[config.mk]
export PLATFORM = sky130hd
export DESIGN_NAME = icache_top
export DESIGN_NICKNAME = d
export VERILOG_FILES = /design/src/rtl/icache_pkg.sv /design/src/rtl/icache_ctrl.sv /design/src/rtl/icache_perf.sv /design/src/rtl/icache_store.sv /design/src/rtl/icache_top.sv
export SDC_FILE = /design/constraint.sdc
export NUM_CORES = 1
export LEC_CHECK = 0
export ABC_AREA = 0
export BUFFER_PORTS_ARGS = -buffer_cell sky130_fd_sc_hd__buf_2
export CAP_MARGIN = 15
export CORE_MARGIN = 4
export CORE_UTILIZATION = 43
export CTS_CLUSTER_SIZE = 20
export DETAILED_ROUTE_END_ITERATION = 7
export GPL_TIMING_DRIVEN = 0
export SYNTH_ARGS = -nofsm -noshare
export SYNTH_HDL_FRONTEND = slang
export SYNTH_SLANG_ARGS = --single-unit
[constraint.sdc]
create_clock -name clock -period 4.5 [get_ports clock]
set_clock_uncertainty 0.1 [all_clocks]
set_input_delay 0.45 -clock clock [delete_from_list [all_inputs] [get_ports clock]]
set_output_delay 0.45 -clock clock [all_outputs]
set_load 0.01 [all_outputs]
[src/rtl/icache_pkg.sv]
package icache_pkg;

    // --------------------------------------------------
    // Address and line geometry
    // --------------------------------------------------
    localparam int ADDR_WIDTH     = 32;
    localparam int WORD_WIDTH     = 32;
    localparam int OFFSET_WIDTH   = 2;
    localparam int WORD_SEL_WIDTH = 2;
    localparam int INDEX_WIDTH    = 3;
    localparam int LINE_WORDS     = 4;
    localparam int NUM_LINES      = 8;

    // Everything above the index is tag
    localparam int TAG_WIDTH = ADDR_WIDTH - INDEX_WIDTH - WORD_SEL_WIDTH - OFFSET_WIDTH;

    // --------------------------------------------------
    // Vector types
    // --------------------------------------------------
    typedef logic [ADDR_WIDTH-1:0]     addr_t;
    typedef logic [WORD_WIDTH-1:0]     word_t;
    typedef logic [TAG_WIDTH-1:0]      tag_t;
    typedef logic [INDEX_WIDTH-1:0]    index_t;
    typedef logic [WORD_SEL_WIDTH-1:0] word_sel_t;
    typedef logic [7:0]                burst_len_t;
    typedef logic [31:0]               count_t;

    // --------------------------------------------------
    // Region and burst encodings
    // --------------------------------------------------
    // Flash lives at 0x3xxx_xxxx
    localparam logic [3:0] FLASH_NIBBLE = 4'h3;
    // SRAM window at 0xa0xx_xxxx
    localparam logic [7:0] SRAM_BYTE    = 8'ha0;

    localparam logic [1:0] BURST_INCR  = 2'b01;
    localparam logic [1:0] BURST_FIXED = 2'b00;

    // Controller FSM
    typedef enum logic [2:0] {
        IDLE,
        LOOKUP,
        REFILL_ADDR,
        REFILL_DATA,
        RESPOND,
        BYPASS
    } ctrl_state_t;

endpackage

[src/rtl/icache_ctrl.sv]
`timescale 1ns/1ps

module icache_ctrl (
    input  logic                   clock,
    input  logic                   reset,
    input  logic                   clr,

    // Fetch side
    input  logic                   ifu_arvalid,
    output logic                   ifu_arready,
    input  icache_pkg::addr_t      ifu_araddr,
    input  icache_pkg::burst_len_t ifu_arlen,
    input  logic [1:0]             ifu_arburst,
    output logic                   ifu_rvalid,
    input  logic                   ifu_rready,
    output icache_pkg::word_t      ifu_rdata,
    output logic                   ifu_rlast,

    // Memory side
    output logic                   mem_arvalid,
    input  logic                   mem_arready,
    output icache_pkg::addr_t      mem_araddr,
    output icache_pkg::burst_len_t mem_arlen,
    output logic [1:0]             mem_arburst,
    input  logic                   mem_rvalid,
    output logic                   mem_rready,
    input  icache_pkg::word_t      mem_rdata,
    input  logic                   mem_rlast,

    // Store
    output icache_pkg::index_t     rd_index,
    output icache_pkg::word_sel_t  rd_word,
    input  logic                   rd_valid,
    input  icache_pkg::tag_t       rd_tag,
    input  icache_pkg::word_t      rd_data,
    output logic                   fill_en,
    output logic                   fill_tag_en,
    output icache_pkg::index_t     fill_index,
    output icache_pkg::word_sel_t  fill_word,
    output icache_pkg::tag_t       fill_tag,
    output icache_pkg::word_t      fill_data,

    // Counters
    output logic                   lookup_done,
    output logic                   lookup_hit,
    output icache_pkg::addr_t      req_addr
);

    import icache_pkg::*;

    ctrl_state_t state;
    ctrl_state_t next_state;
    addr_t       addr_q;
    word_sel_t   beat_cnt;
    addr_t       line_addr;
    logic        cacheable_in;
    logic        pass_ar;
    logic        ar_fire;
    logic        hit;
    logic        in_bypass;

    // Flash or SRAM window
    assign cacheable_in = (ifu_araddr[ADDR_WIDTH-1 -: 4] == FLASH_NIBBLE)
                       || (ifu_araddr[ADDR_WIDTH-1 -: 8] == SRAM_BYTE);
    assign pass_ar   = (state == IDLE) && !cacheable_in;
    assign in_bypass = (state == BYPASS);
    assign ar_fire   = ifu_arvalid && ifu_arready;

    // --------------------------------------------------
    // State register and request latch
    // --------------------------------------------------
    always_ff @(posedge clock or posedge reset) begin
        if (reset) begin
            state <= IDLE;
        end else begin
            state <= next_state;
        end
    end

    always_ff @(posedge clock) begin
        if (ar_fire) begin
            addr_q <= ifu_araddr;
        end
    end

    // Beat position within the refill burst
    always_ff @(posedge clock or posedge reset) begin
        if (reset) begin
            beat_cnt <= '0;
        end else if (state == REFILL_ADDR) begin
            beat_cnt <= '0;
        end else if (fill_en) begin
            beat_cnt <= beat_cnt + 1'b1;
        end
    end

    always_comb begin
        next_state = state;
        case (state)
            IDLE:        if (ar_fire) next_state = cacheable_in ? LOOKUP : BYPASS;
            LOOKUP:      next_state = hit ? RESPOND : REFILL_ADDR;
            REFILL_ADDR: if (mem_arready) next_state = REFILL_DATA;
            REFILL_DATA: if (mem_rvalid && mem_rlast) next_state = RESPOND;
            RESPOND:     if (ifu_rready) next_state = IDLE;
            BYPASS:      if (mem_rvalid && ifu_rready && mem_rlast) next_state = IDLE;
            default:     next_state = IDLE;
        endcase
    end

    // --------------------------------------------------
    // Lookup and refill
    // --------------------------------------------------
    assign rd_index = addr_q[OFFSET_WIDTH+WORD_SEL_WIDTH +: INDEX_WIDTH];
    assign rd_word  = addr_q[OFFSET_WIDTH +: WORD_SEL_WIDTH];
    assign hit      = rd_valid && (rd_tag == addr_q[ADDR_WIDTH-1 -: TAG_WIDTH]);

    assign line_addr = {addr_q[ADDR_WIDTH-1:OFFSET_WIDTH+WORD_SEL_WIDTH],
                        {(OFFSET_WIDTH+WORD_SEL_WIDTH){1'b0}}};

    // Memory rready is high for the whole data phase
    assign fill_en     = (state == REFILL_DATA) && mem_rvalid;
    // Tag goes in with the first beat
    assign fill_tag_en = fill_en && (beat_cnt == '0);
    assign fill_index  = rd_index;
    assign fill_word   = beat_cnt;
    assign fill_tag    = addr_q[ADDR_WIDTH-1 -: TAG_WIDTH];
    assign fill_data   = mem_rdata;

    assign lookup_done = (state == LOOKUP);
    assign lookup_hit  = hit;
    assign req_addr    = addr_q;

    // --------------------------------------------------
    // Bus multiplexing
    // --------------------------------------------------
    // Non-cacheable address phase goes straight through
    assign ifu_arready = (state == IDLE) && !clr && (cacheable_in || mem_arready);
    assign mem_arvalid = pass_ar ? (ifu_arvalid && !clr) : (state == REFILL_ADDR);
    assign mem_araddr  = pass_ar ? ifu_araddr : line_addr;
    assign mem_arlen   = pass_ar ? ifu_arlen : burst_len_t'(LINE_WORDS - 1);
    assign mem_arburst = pass_ar ? ifu_arburst :
                         (state == REFILL_ADDR) ? BURST_INCR : BURST_FIXED;

    assign mem_rready = in_bypass ? ifu_rready : (state == REFILL_DATA);
    assign ifu_rvalid = in_bypass ? mem_rvalid : (state == RESPOND);
    assign ifu_rdata  = in_bypass ? mem_rdata : rd_data;
    // Single word response from the array
    assign ifu_rlast  = in_bypass ? mem_rlast : (state == RESPOND);

endmodule

[src/rtl/icache_perf.sv]
`timescale 1ns/1ps

module icache_perf (
    input  logic                clock,
    input  logic                reset,
    input  logic                lookup_done,
    input  logic                lookup_hit,
    input  icache_pkg::addr_t   req_addr,
    output icache_pkg::count_t  flash_hit,
    output icache_pkg::count_t  flash_miss,
    output icache_pkg::count_t  sram_hit,
    output icache_pkg::count_t  sram_miss
);

    import icache_pkg::*;

    logic in_flash;
    logic in_sram;

    // Region decode of the latched request
    assign in_flash = (req_addr[ADDR_WIDTH-1 -: 4] == FLASH_NIBBLE);
    assign in_sram  = (req_addr[ADDR_WIDTH-1 -: 8] == SRAM_BYTE);

    always_ff @(posedge clock or posedge reset) begin
        if (reset) begin
            flash_hit  <= '0;
            flash_miss <= '0;
            sram_hit   <= '0;
            sram_miss  <= '0;
        end else if (lookup_done) begin
            if (in_flash) begin
                if (lookup_hit) begin
                    flash_hit <= flash_hit + 1'b1;
                end else begin
                    flash_miss <= flash_miss + 1'b1;
                end
            end else if (in_sram) begin
                if (lookup_hit) begin
                    sram_hit <= sram_hit + 1'b1;
                end else begin
                    sram_miss <= sram_miss + 1'b1;
                end
            end
        end
    end

endmodule

[src/rtl/icache_store.sv]
`timescale 1ns/1ps

module icache_store (
    input  logic                  clock,
    input  logic                  reset,
    input  logic                  clr,

    // Lookup port
    input  icache_pkg::index_t    rd_index,
    input  icache_pkg::word_sel_t rd_word,
    output logic                  rd_valid,
    output icache_pkg::tag_t      rd_tag,
    output icache_pkg::word_t     rd_data,

    // Refill port
    input  logic                  fill_en,
    input  logic                  fill_tag_en,
    input  icache_pkg::index_t    fill_index,
    input  icache_pkg::word_sel_t fill_word,
    input  icache_pkg::tag_t      fill_tag,
    input  icache_pkg::word_t     fill_data
);

    import icache_pkg::*;

    logic [NUM_LINES-1:0] valid_bits;
    tag_t                 tag_mem  [0:NUM_LINES-1];
    word_t                data_mem [0:NUM_LINES-1][0:LINE_WORDS-1];

    // --------------------------------------------------
    // Valid bits
    // --------------------------------------------------
    // Flush wins over a tag write in the same cycle
    always_ff @(posedge clock or posedge reset) begin
        if (reset) begin
            valid_bits <= '0;
        end else if (clr) begin
            valid_bits <= '0;
        end else if (fill_tag_en) begin
            valid_bits[fill_index] <= 1'b1;
        end
    end

    // --------------------------------------------------
    // Tag and data arrays
    // --------------------------------------------------
    always_ff @(posedge clock) begin
        if (fill_tag_en) begin
            tag_mem[fill_index] <= fill_tag;
        end
    end

    // One word per refill beat
    always_ff @(posedge clock) begin
        if (fill_en) begin
            data_mem[fill_index][fill_word] <= fill_data;
        end
    end

    // Combinational read by index and word position
    assign rd_valid = valid_bits[rd_index];
    assign rd_tag   = tag_mem[rd_index];
    assign rd_data  = data_mem[rd_index][rd_word];

endmodule

[src/rtl/icache_top.sv]
`timescale 1ns/1ps

module icache_top (
    input  logic                   clock,
    input  logic                   reset,
    input  logic                   clr,

    // Fetch side
    input  logic                   ifu_arvalid,
    output logic                   ifu_arready,
    input  icache_pkg::addr_t      ifu_araddr,
    input  icache_pkg::burst_len_t ifu_arlen,
    input  logic [1:0]             ifu_arburst,
    output logic                   ifu_rvalid,
    input  logic                   ifu_rready,
    output icache_pkg::word_t      ifu_rdata,
    output logic                   ifu_rlast,

    // Memory side
    output logic                   mem_arvalid,
    input  logic                   mem_arready,
    output icache_pkg::addr_t      mem_araddr,
    output icache_pkg::burst_len_t mem_arlen,
    output logic [1:0]             mem_arburst,
    input  logic                   mem_rvalid,
    output logic                   mem_rready,
    input  icache_pkg::word_t      mem_rdata,
    input  logic                   mem_rlast,

    // Performance counters
    output icache_pkg::count_t     flash_hit,
    output icache_pkg::count_t     flash_miss,
    output icache_pkg::count_t     sram_hit,
    output icache_pkg::count_t     sram_miss
);

    import icache_pkg::*;

    index_t    rd_index;
    word_sel_t rd_word;
    logic      rd_valid;
    tag_t      rd_tag;
    word_t     rd_data;
    logic      fill_en;
    logic      fill_tag_en;
    index_t    fill_index;
    word_sel_t fill_word;
    tag_t      fill_tag;
    word_t     fill_data;
    logic      lookup_done;
    logic      lookup_hit;
    addr_t     req_addr;

    icache_ctrl u_ctrl (.*);

    icache_store u_store (.*);

    icache_perf u_perf (.*);

endmodule

==> results of run 1 <==
-- worst min-delay path by stage --
stage	slack (ps)	startpoint	cells past startpoint	to
floorplan	360	u_store.valid_bits[4]	2	u_store.valid_bits[4]
global placement	360	u_perf.sram_hit[31]	1	u_perf.sram_hit[31]
detailed placement	360	u_perf.flash_miss[31]	1	u_perf.flash_miss[31]
CTS	10	mem_rlast	4	u_ctrl.state[0]
global route	40	mem_rlast	4	u_ctrl.state[2]
finish	60	mem_rlast	4	u_ctrl.state[0]
-- worst max-delay path: stages, from the launching register on --
cell,delay (ps)
dfxtp_1,330
buf_6,170
buf_8,170
buf_8,180
buf_12,180
clkbuf_16,220
buf_12,190
mux4_2,550
mux4_2,530
mux2i_2,190
a21oi_2,130
buf_2,220
-- per-layer routing --
layer | GRT usage (%) | part of all wire (%) | vias to the layer above
met5 | 0 | 0 | -
met4 | 4.85 | 2.1 | 0
met3 | 3.87 | 7.2 | 205
met2 | 35.0 | 50 | 1198
met1 | 28.5 | 41 | 15467
li1 | - | - | 12306
-- Yosys cell counts (9+ instances only) --
cell type | instances | area share (%)
buf_1 | 14 | 0.095
nor2_1 | 116 | 0.78
and3_1 | 48 | 0.54
a22oi_1 | 12 | 0.16
o21ai_0 | 14 | 0.13
clkbuf_1 | 76 | 0.51
and2_1 | 9 | 0.10
buf_2 | 37 | 0.33
xor2_1 | 59 | 0.93
nand3b_1 | 10 | 0.14
a22o_1 | 9 | 0.14
nand3_1 | 66 | 0.60
mux2_2 | 53 | 1.1
xnor2_1 | 75 | 1.2
nand4_1 | 49 | 0.55
nor4_1 | 20 | 0.23
nand2_1 | 55 | 0.37
dfrtp_1 | 141 | 6.4
mux4_2 | 342 | 14
mux2i_1 | 86 | 1.6
nor2b_1 | 9 | 0.10
inv_1 | 28 | 0.19
edfxtp_1 | 1254 | 68
or3_1 | 10 | 0.11
nor3_1 | 44 | 0.40
a21oi_1 | 43 | 0.39
-- registers in the layout, indices dropped and copies added (netlist names), named ones only --
name	flops
u_store.data_mem	1024
u_store.tag_mem	200
u_perf.flash_hit	32
u_perf.flash_miss	32
u_perf.sram_hit	32
u_perf.sram_miss	32
u_ctrl.req_addr	30
u_store.valid_bits	8
u_ctrl.state	3
u_ctrl.fill_word	2
-- layout make-up --
type / instances / area (sq um)
sequential: 1398 / 41200
inverter: 28 / 110
buffer: 133 / 1020
antenna: 1 / 2.50
tap: 1662 / 2080
timing repair buffer: 372 / 2780
clock inverter: 68 / 619
clock buffer: 190 / 3910
multi-input combinational: 1196 / 13900
fill: 10096 / 62200
-- cell families after synthesis --
group                      count (synthesis)  synth area share (%)
muxes                                    481                  16.5
xor gates and xnor gates                 134                  2.12
buffers and inverters                    161                  1.22
DFF                                     1398                  74.3
AOI/OAI and AO/OA                        101                  1.13
adders and majority gates                  8                 0.180
and+or+nand+nor                          472                  4.50
-- power by group --
part	total, W	switching [W]	internal, W
Clock	0.0115	0.00489	0.00661
Sequential	0.0144	0.0000853	0.0143
Combinational	0.00286	0.00159	0.00126
-- per-stage QoR --
| stage | cell area, sq um | TNS (ps) | hold WS [ps] |
|---|---|---|---|
| 2_1_floorplan | 55500 | 0 | 361 |
| 3_3_place_gp | 59000 | -2247540 | 355 |
| 3_5_place_dp | 60200 | -27670 | 362 |
| 4_1_cts | 65500 | -4.98 | 10.0 |
| 5_1_grt | 65600 | -1.55 | 43.2 |
| 6_report | 65600 | 0 | 55.8 |
-- what timing repair did --
item,CTS,global route
resized for setup,159,24
setup endpoints to repair,96,23
hold endpoints to repair,97,0
cloned,0,0
hold buffers,35,0
pin swaps,1,0
==> run_results.csv, run 1 <==
group,metric,value,unit
timing,fmax,228,MHz
final_layout,fin_util,51.3,%
clocking,clock_sinks,1398,
placed_design,place.gp.congestion,0.871,
clocking,htree_levels,4,
power,fin_total_pwr,0.0287,W
routing,routedWlPerCell,27.9,um
logic_synthesis,synth_area_per_cell,20.1,sq um
logic_synthesis,ys_seq_area_share,74.3,%
clocking,clockBufferDepth,3,
routing,totalWireLength,141,mm
setup_path,endpoint,"ifu_rdata[31]",
clocking,cts_root_buf,"clkbuf_16",
power,p_leak,22.5,nW
logic_synthesis,synth-async-reset-ratio,10.1,%
global_routing,grt_pass1_wl,207,mm
logic_synthesis,syn_inst,2755,
global_routing,track_usage,20.8,%
placed_design,dpl.hpwl,92.2,mm
routing,drt_iter0_markers,3030,
job,maxCapViolCount,0,
setup_path,crit_type,"flip-flop to primary output",
logic_synthesis,syn_area,55500,sq um
timing,hold_viol,0,
power,power.density,438,nW/um^2
logic_synthesis,ys_seq_elements,1398,
setup_path,cp-end-kind,"primary output",
final_layout,stdcell_count,5048,
setup_path,worst-r2r-cell-count,11,
floorplanning,fp.dieH,367,um
clocking,clk_latency,730,ps
setup_path,r2r_slack,320,ps
placed_design,dp.cells,4753,
logic_synthesis,yosysWarningCount,0,
placed_design,dp_slack,-795,ps
logic_synthesis,synth_edf_count,1254,
final_layout,most-common-layout-cells,"1,254 x edfxtp_1, 342 x mux4_2, 296 x buf_2, 151 x clkbuf_16, 141 x dfrtp_1",
global_routing,gr-total-overflow,0,
logic_synthesis,syn_nets,2845,
routing,dr_total_vias,29176,
setup_path,critPathArrivalTime,3840,ps
setup_path,startpoint_type,"flip-flop",
logic_synthesis,synth_cell_types,52,
clocking,cts_inserted_buffers,145,
final_layout,drive_gt1_share,31.6,%
clocking,clkTransAtPathRegs,60,ps
timing,final_max_slew_viol_count,0,
final_layout,syn2layout_area_growth,18.3,%
timing,layout_setup_ws,113,ps
placed_design,portBuffers,288,
routing,drc,0,
final_layout,fin_nets,3364,
floorplanning,core_area,128000,sq um
setup_path,cp_max_fo,10,
floorplanning,die_w,367,um
timing,timing.final.crit_share,97.5,%
clocking,post_cts_buffers,0,
routing,viasPerCell,5.78,
timing,fin_crit,4390,ps
routing,ant_nets,0,
routing,drtPass1Iterations,5,
timing,worst_pin_slew,1340,ps
global_routing,grt_max_degree,84,
floorplanning,num_rows,131,
power,ir_worst_vdd,0.000423,V
outcome,outcome,"finished clean",
floorplanning,pin_count,289,
logic_synthesis,synth_ff_type,"edfxtp_1",
floorplanning,initial_core_util,43.4,%
final_layout,final_common_cell,"edfxtp_1",
timing,setup_viol,0,
setup_path,crit_required,3950,ps
clocking,cts_tree,"built",
global_routing,grt_pass1_vias,30540,
global_routing,antenna_found_initial,5,
worst_hold_path,hold_class,"input pin to flip-flop",
timing,relSlewSlack,11.0,%
floorplanning,die_area,135000,sq um
setup_path,r2r_end,"u_perf.sram_hit[23]",
No activity file was read; power rests on OpenSTA's default activity.
==> run 2, diff against run 1 <==
==> constraint.sdc (replaced) <==
create_clock -name clock -period 5.2 [get_ports clock]
set_clock_uncertainty 0.1 [all_clocks]
set_input_delay 0.52 -clock clock [delete_from_list [all_inputs] [get_ports clock]]
set_output_delay 0.52 -clock clock [all_outputs]
set_load 0.01 [all_outputs]
==> run 2 against run 1 <==
Against the previous run:
- via count down 0.35%
- core utilization down 0.32 points
- hold slack better by 14 ps
- combinational power down 16%
- die area unchanged
- sequential share of layout area up 0.39 points
- critical path depth down 1
- register-to-register slack better by 190 ps
- critical endpoint is now ifu_rdata[27]
- largest power group unchanged
- highest routed layer unchanged
==> run_results.csv, run 2 (same netlist as run 1, synthesis figures left out) <==
group,metric,value,unit
global_routing,gr-total-overflow,0,
timing,setup_viol,0,
timing,fmax,200,MHz
final_layout,largest_reg_flops,1024,
placed_design,place.gp.congestion,0.871,
routing,routedWlPerCell,27.9,um
setup_path,cp-end-kind,"primary output",
floorplanning,fp.dieH,367,um
final_layout,drive_gt1_share,31.0,%
timing,final.setup.tns,0,ps
setup_path,crit_type,"flip-flop to primary output",
placed_design,dp_slack,-165,ps
routing,drt_iter0_markers,2971,
clocking,clk_latency,730,ps
global_routing,antenna_found_initial,5,
timing,timing.final.crit_share,96.1,%
clocking,cts_tree,"built",
setup_path,cp_max_fo,10,
job,maxCapViolCount,0,
floorplanning,core_area,128000,sq um
timing,final_max_slew_viol_count,0,
outcome,outcome,"finished clean",
routing,drtPass1Iterations,7,
routing,drc,0,
timing,hold_viol,0,
timing,layout_setup_ws,200,ps
routing,ant_nets,0,
timing,worst_pin_slew,1200,ps
floorplanning,die_w,367,um
placed_design,portBuffers,288,
floorplanning,initial_core_util,43.4,%
placed_design,dpl.hpwl,92.2,mm
setup_path,startpoint_type,"flip-flop",
floorplanning,pin_count,289,
floorplanning,die_area,135000,sq um
final_layout,most-common-layout-cells,"1,254 x edfxtp_1, 342 x mux4_2, 303 x buf_2, 149 x clkbuf_16, 141 x dfrtp_1",
final_layout,stdcell_count,5046,
global_routing,busiest_layer,"met2",
global_routing,grtUsageMet3,4.02,%
worst_hold_path,min_from,"clr",
routing,viasPerCell,5.76,
global_routing,grt_util_met1,28.3,%
global_routing,grt_pass1_wl,207,mm
clocking,clkTransAtPathRegs,60,ps
final_layout,syn2layout_area_growth,17.6,%
final_layout,final_common_cell,"edfxtp_1",
clocking,cts_inserted_buffers,145,
timing,rsz0062_at_grt,"no",
final_layout,top_register,"u_store.data_mem",
power,ir_worst_vdd,0.000366,V
routing,dr_total_vias,29073,
final_layout,reg_top3,"u_store.data_mem x1024, u_store.tag_mem x200",
worst_hold_path,hold_class,"input pin to flip-flop",
floorplanning,num_rows,131,
power,fin_total_pwr,0.0248,W
final_layout,final_area,65200,sq um
placed_design,dp.cells,4753,
global_routing,track_usage,20.8,%
clocking,htree_levels,4,
power,p_leak,22.3,nW
final_layout,fin_nets,3361,
setup_path,crit_required,4580,ps
power,power.density,380,nW/um^2
clocking,clockBufferDepth,3,
global_routing,met2_usage,34.9,%
clocking,cts_root_buf,"clkbuf_16",
timing,fin_crit,5000,ps
clocking,clock_sinks,1398,
global_routing,grt_max_degree,84,
setup_path,critPathArrivalTime,4380,ps
timing,relSlewSlack,20.1,%
placed_design,place_area,60200,sq um
final_layout,fillers,10139,
global_routing,grt_pass1_vias,30523,
routing,totalWireLength,141,mm
## run 2: cell types whose count changed in the layout (fill, tap and decap cells not counted), moves of 7 or more
cell	change
buf_2	+7
clkbuf_2	+11
buf_12	-8
buf_6	-14
buf_4	+14
clkbuf_1	+11
clkbuf_4	-15
## run 2: cell type report
| type | instances | area, sq um | area share, % |
|---|---|---|---|
| inverters | 28 | 110 | 0.169 |
| repair buffers | 371 | 2770 | 4.25 |
| well taps | 1662 | 2080 | 3.19 |
| diodes | 2 | 5.00 | 0.00767 |
| flip-flops and latches | 1398 | 41200 | 63.2 |
| plain buffers | 131 | 691 | 1.06 |
| multi-input cells | 1196 | 13800 | 21.2 |
| clock inverters | 68 | 619 | 0.949 |
| clock buffers | 190 | 3910 | 6.00 |
## run 2: through the flow
stage	utilization, %	hold WS (ps)
after floorplan	-	361
after global placement	46.2	355
after detailed placement	47.1	362
after CTS	51.0	25.4
after global routing	51.0	54.7
final	51.0	69.3
## run 2: where the power goes
part	total (W)	switching [W]	internal, W	leakage [nW]
sequential	0.0124	0.0000730	0.0124	13.3
combinational	0.00240	0.00136	0.00104	6.84
clock	0.00996	0.00424	0.00572	2.21
total	0.0248	0.00567	0.0191	22.3
## run 2: timing repair
action / in CTS / in global routing
hold buffers: 32 / 0
endpoints found under the hold margin: 92 / 0
setup endpoints to repair: 32 / 6
gates resized for setup: 56 / 7
setup buffers: 0 / 0
## run 2: final timing paths
kind / slack [ps] / cells after the start / to
setup reg to reg: 510 / 12 / u_perf.sram_hit[23]
hold reg to reg: 370 / 1 / u_perf.flash_miss[31]
min in group asynchronous: 310 / 3 / u_perf.flash_miss[7]
hold / removal: 70 / 2 / u_ctrl.req_addr[28]
setup / recovery: 200 / 10 / ifu_rdata[27]
max in group asynchronous: 3880 / 4 / u_perf.sram_hit[10]
## run 2: critical path, cell delays in order, from the launching register on
cell and delay, ps:
dfxtp_1 320, buf_4 200, buf_6 210, buf_2 400, clkbuf_2 430, clkbuf_1 620, mux4_2 420, mux4_2 510
mux2i_1 170, a21oi_1 130, buf_2 210
## run 2: per-layer routing
layer,share of wire (%),vias to the layer above
li1,-,12306
met1,41,15445
met2,50,1132
met3,6.9,190
met4,2.1,0
met5,0,-
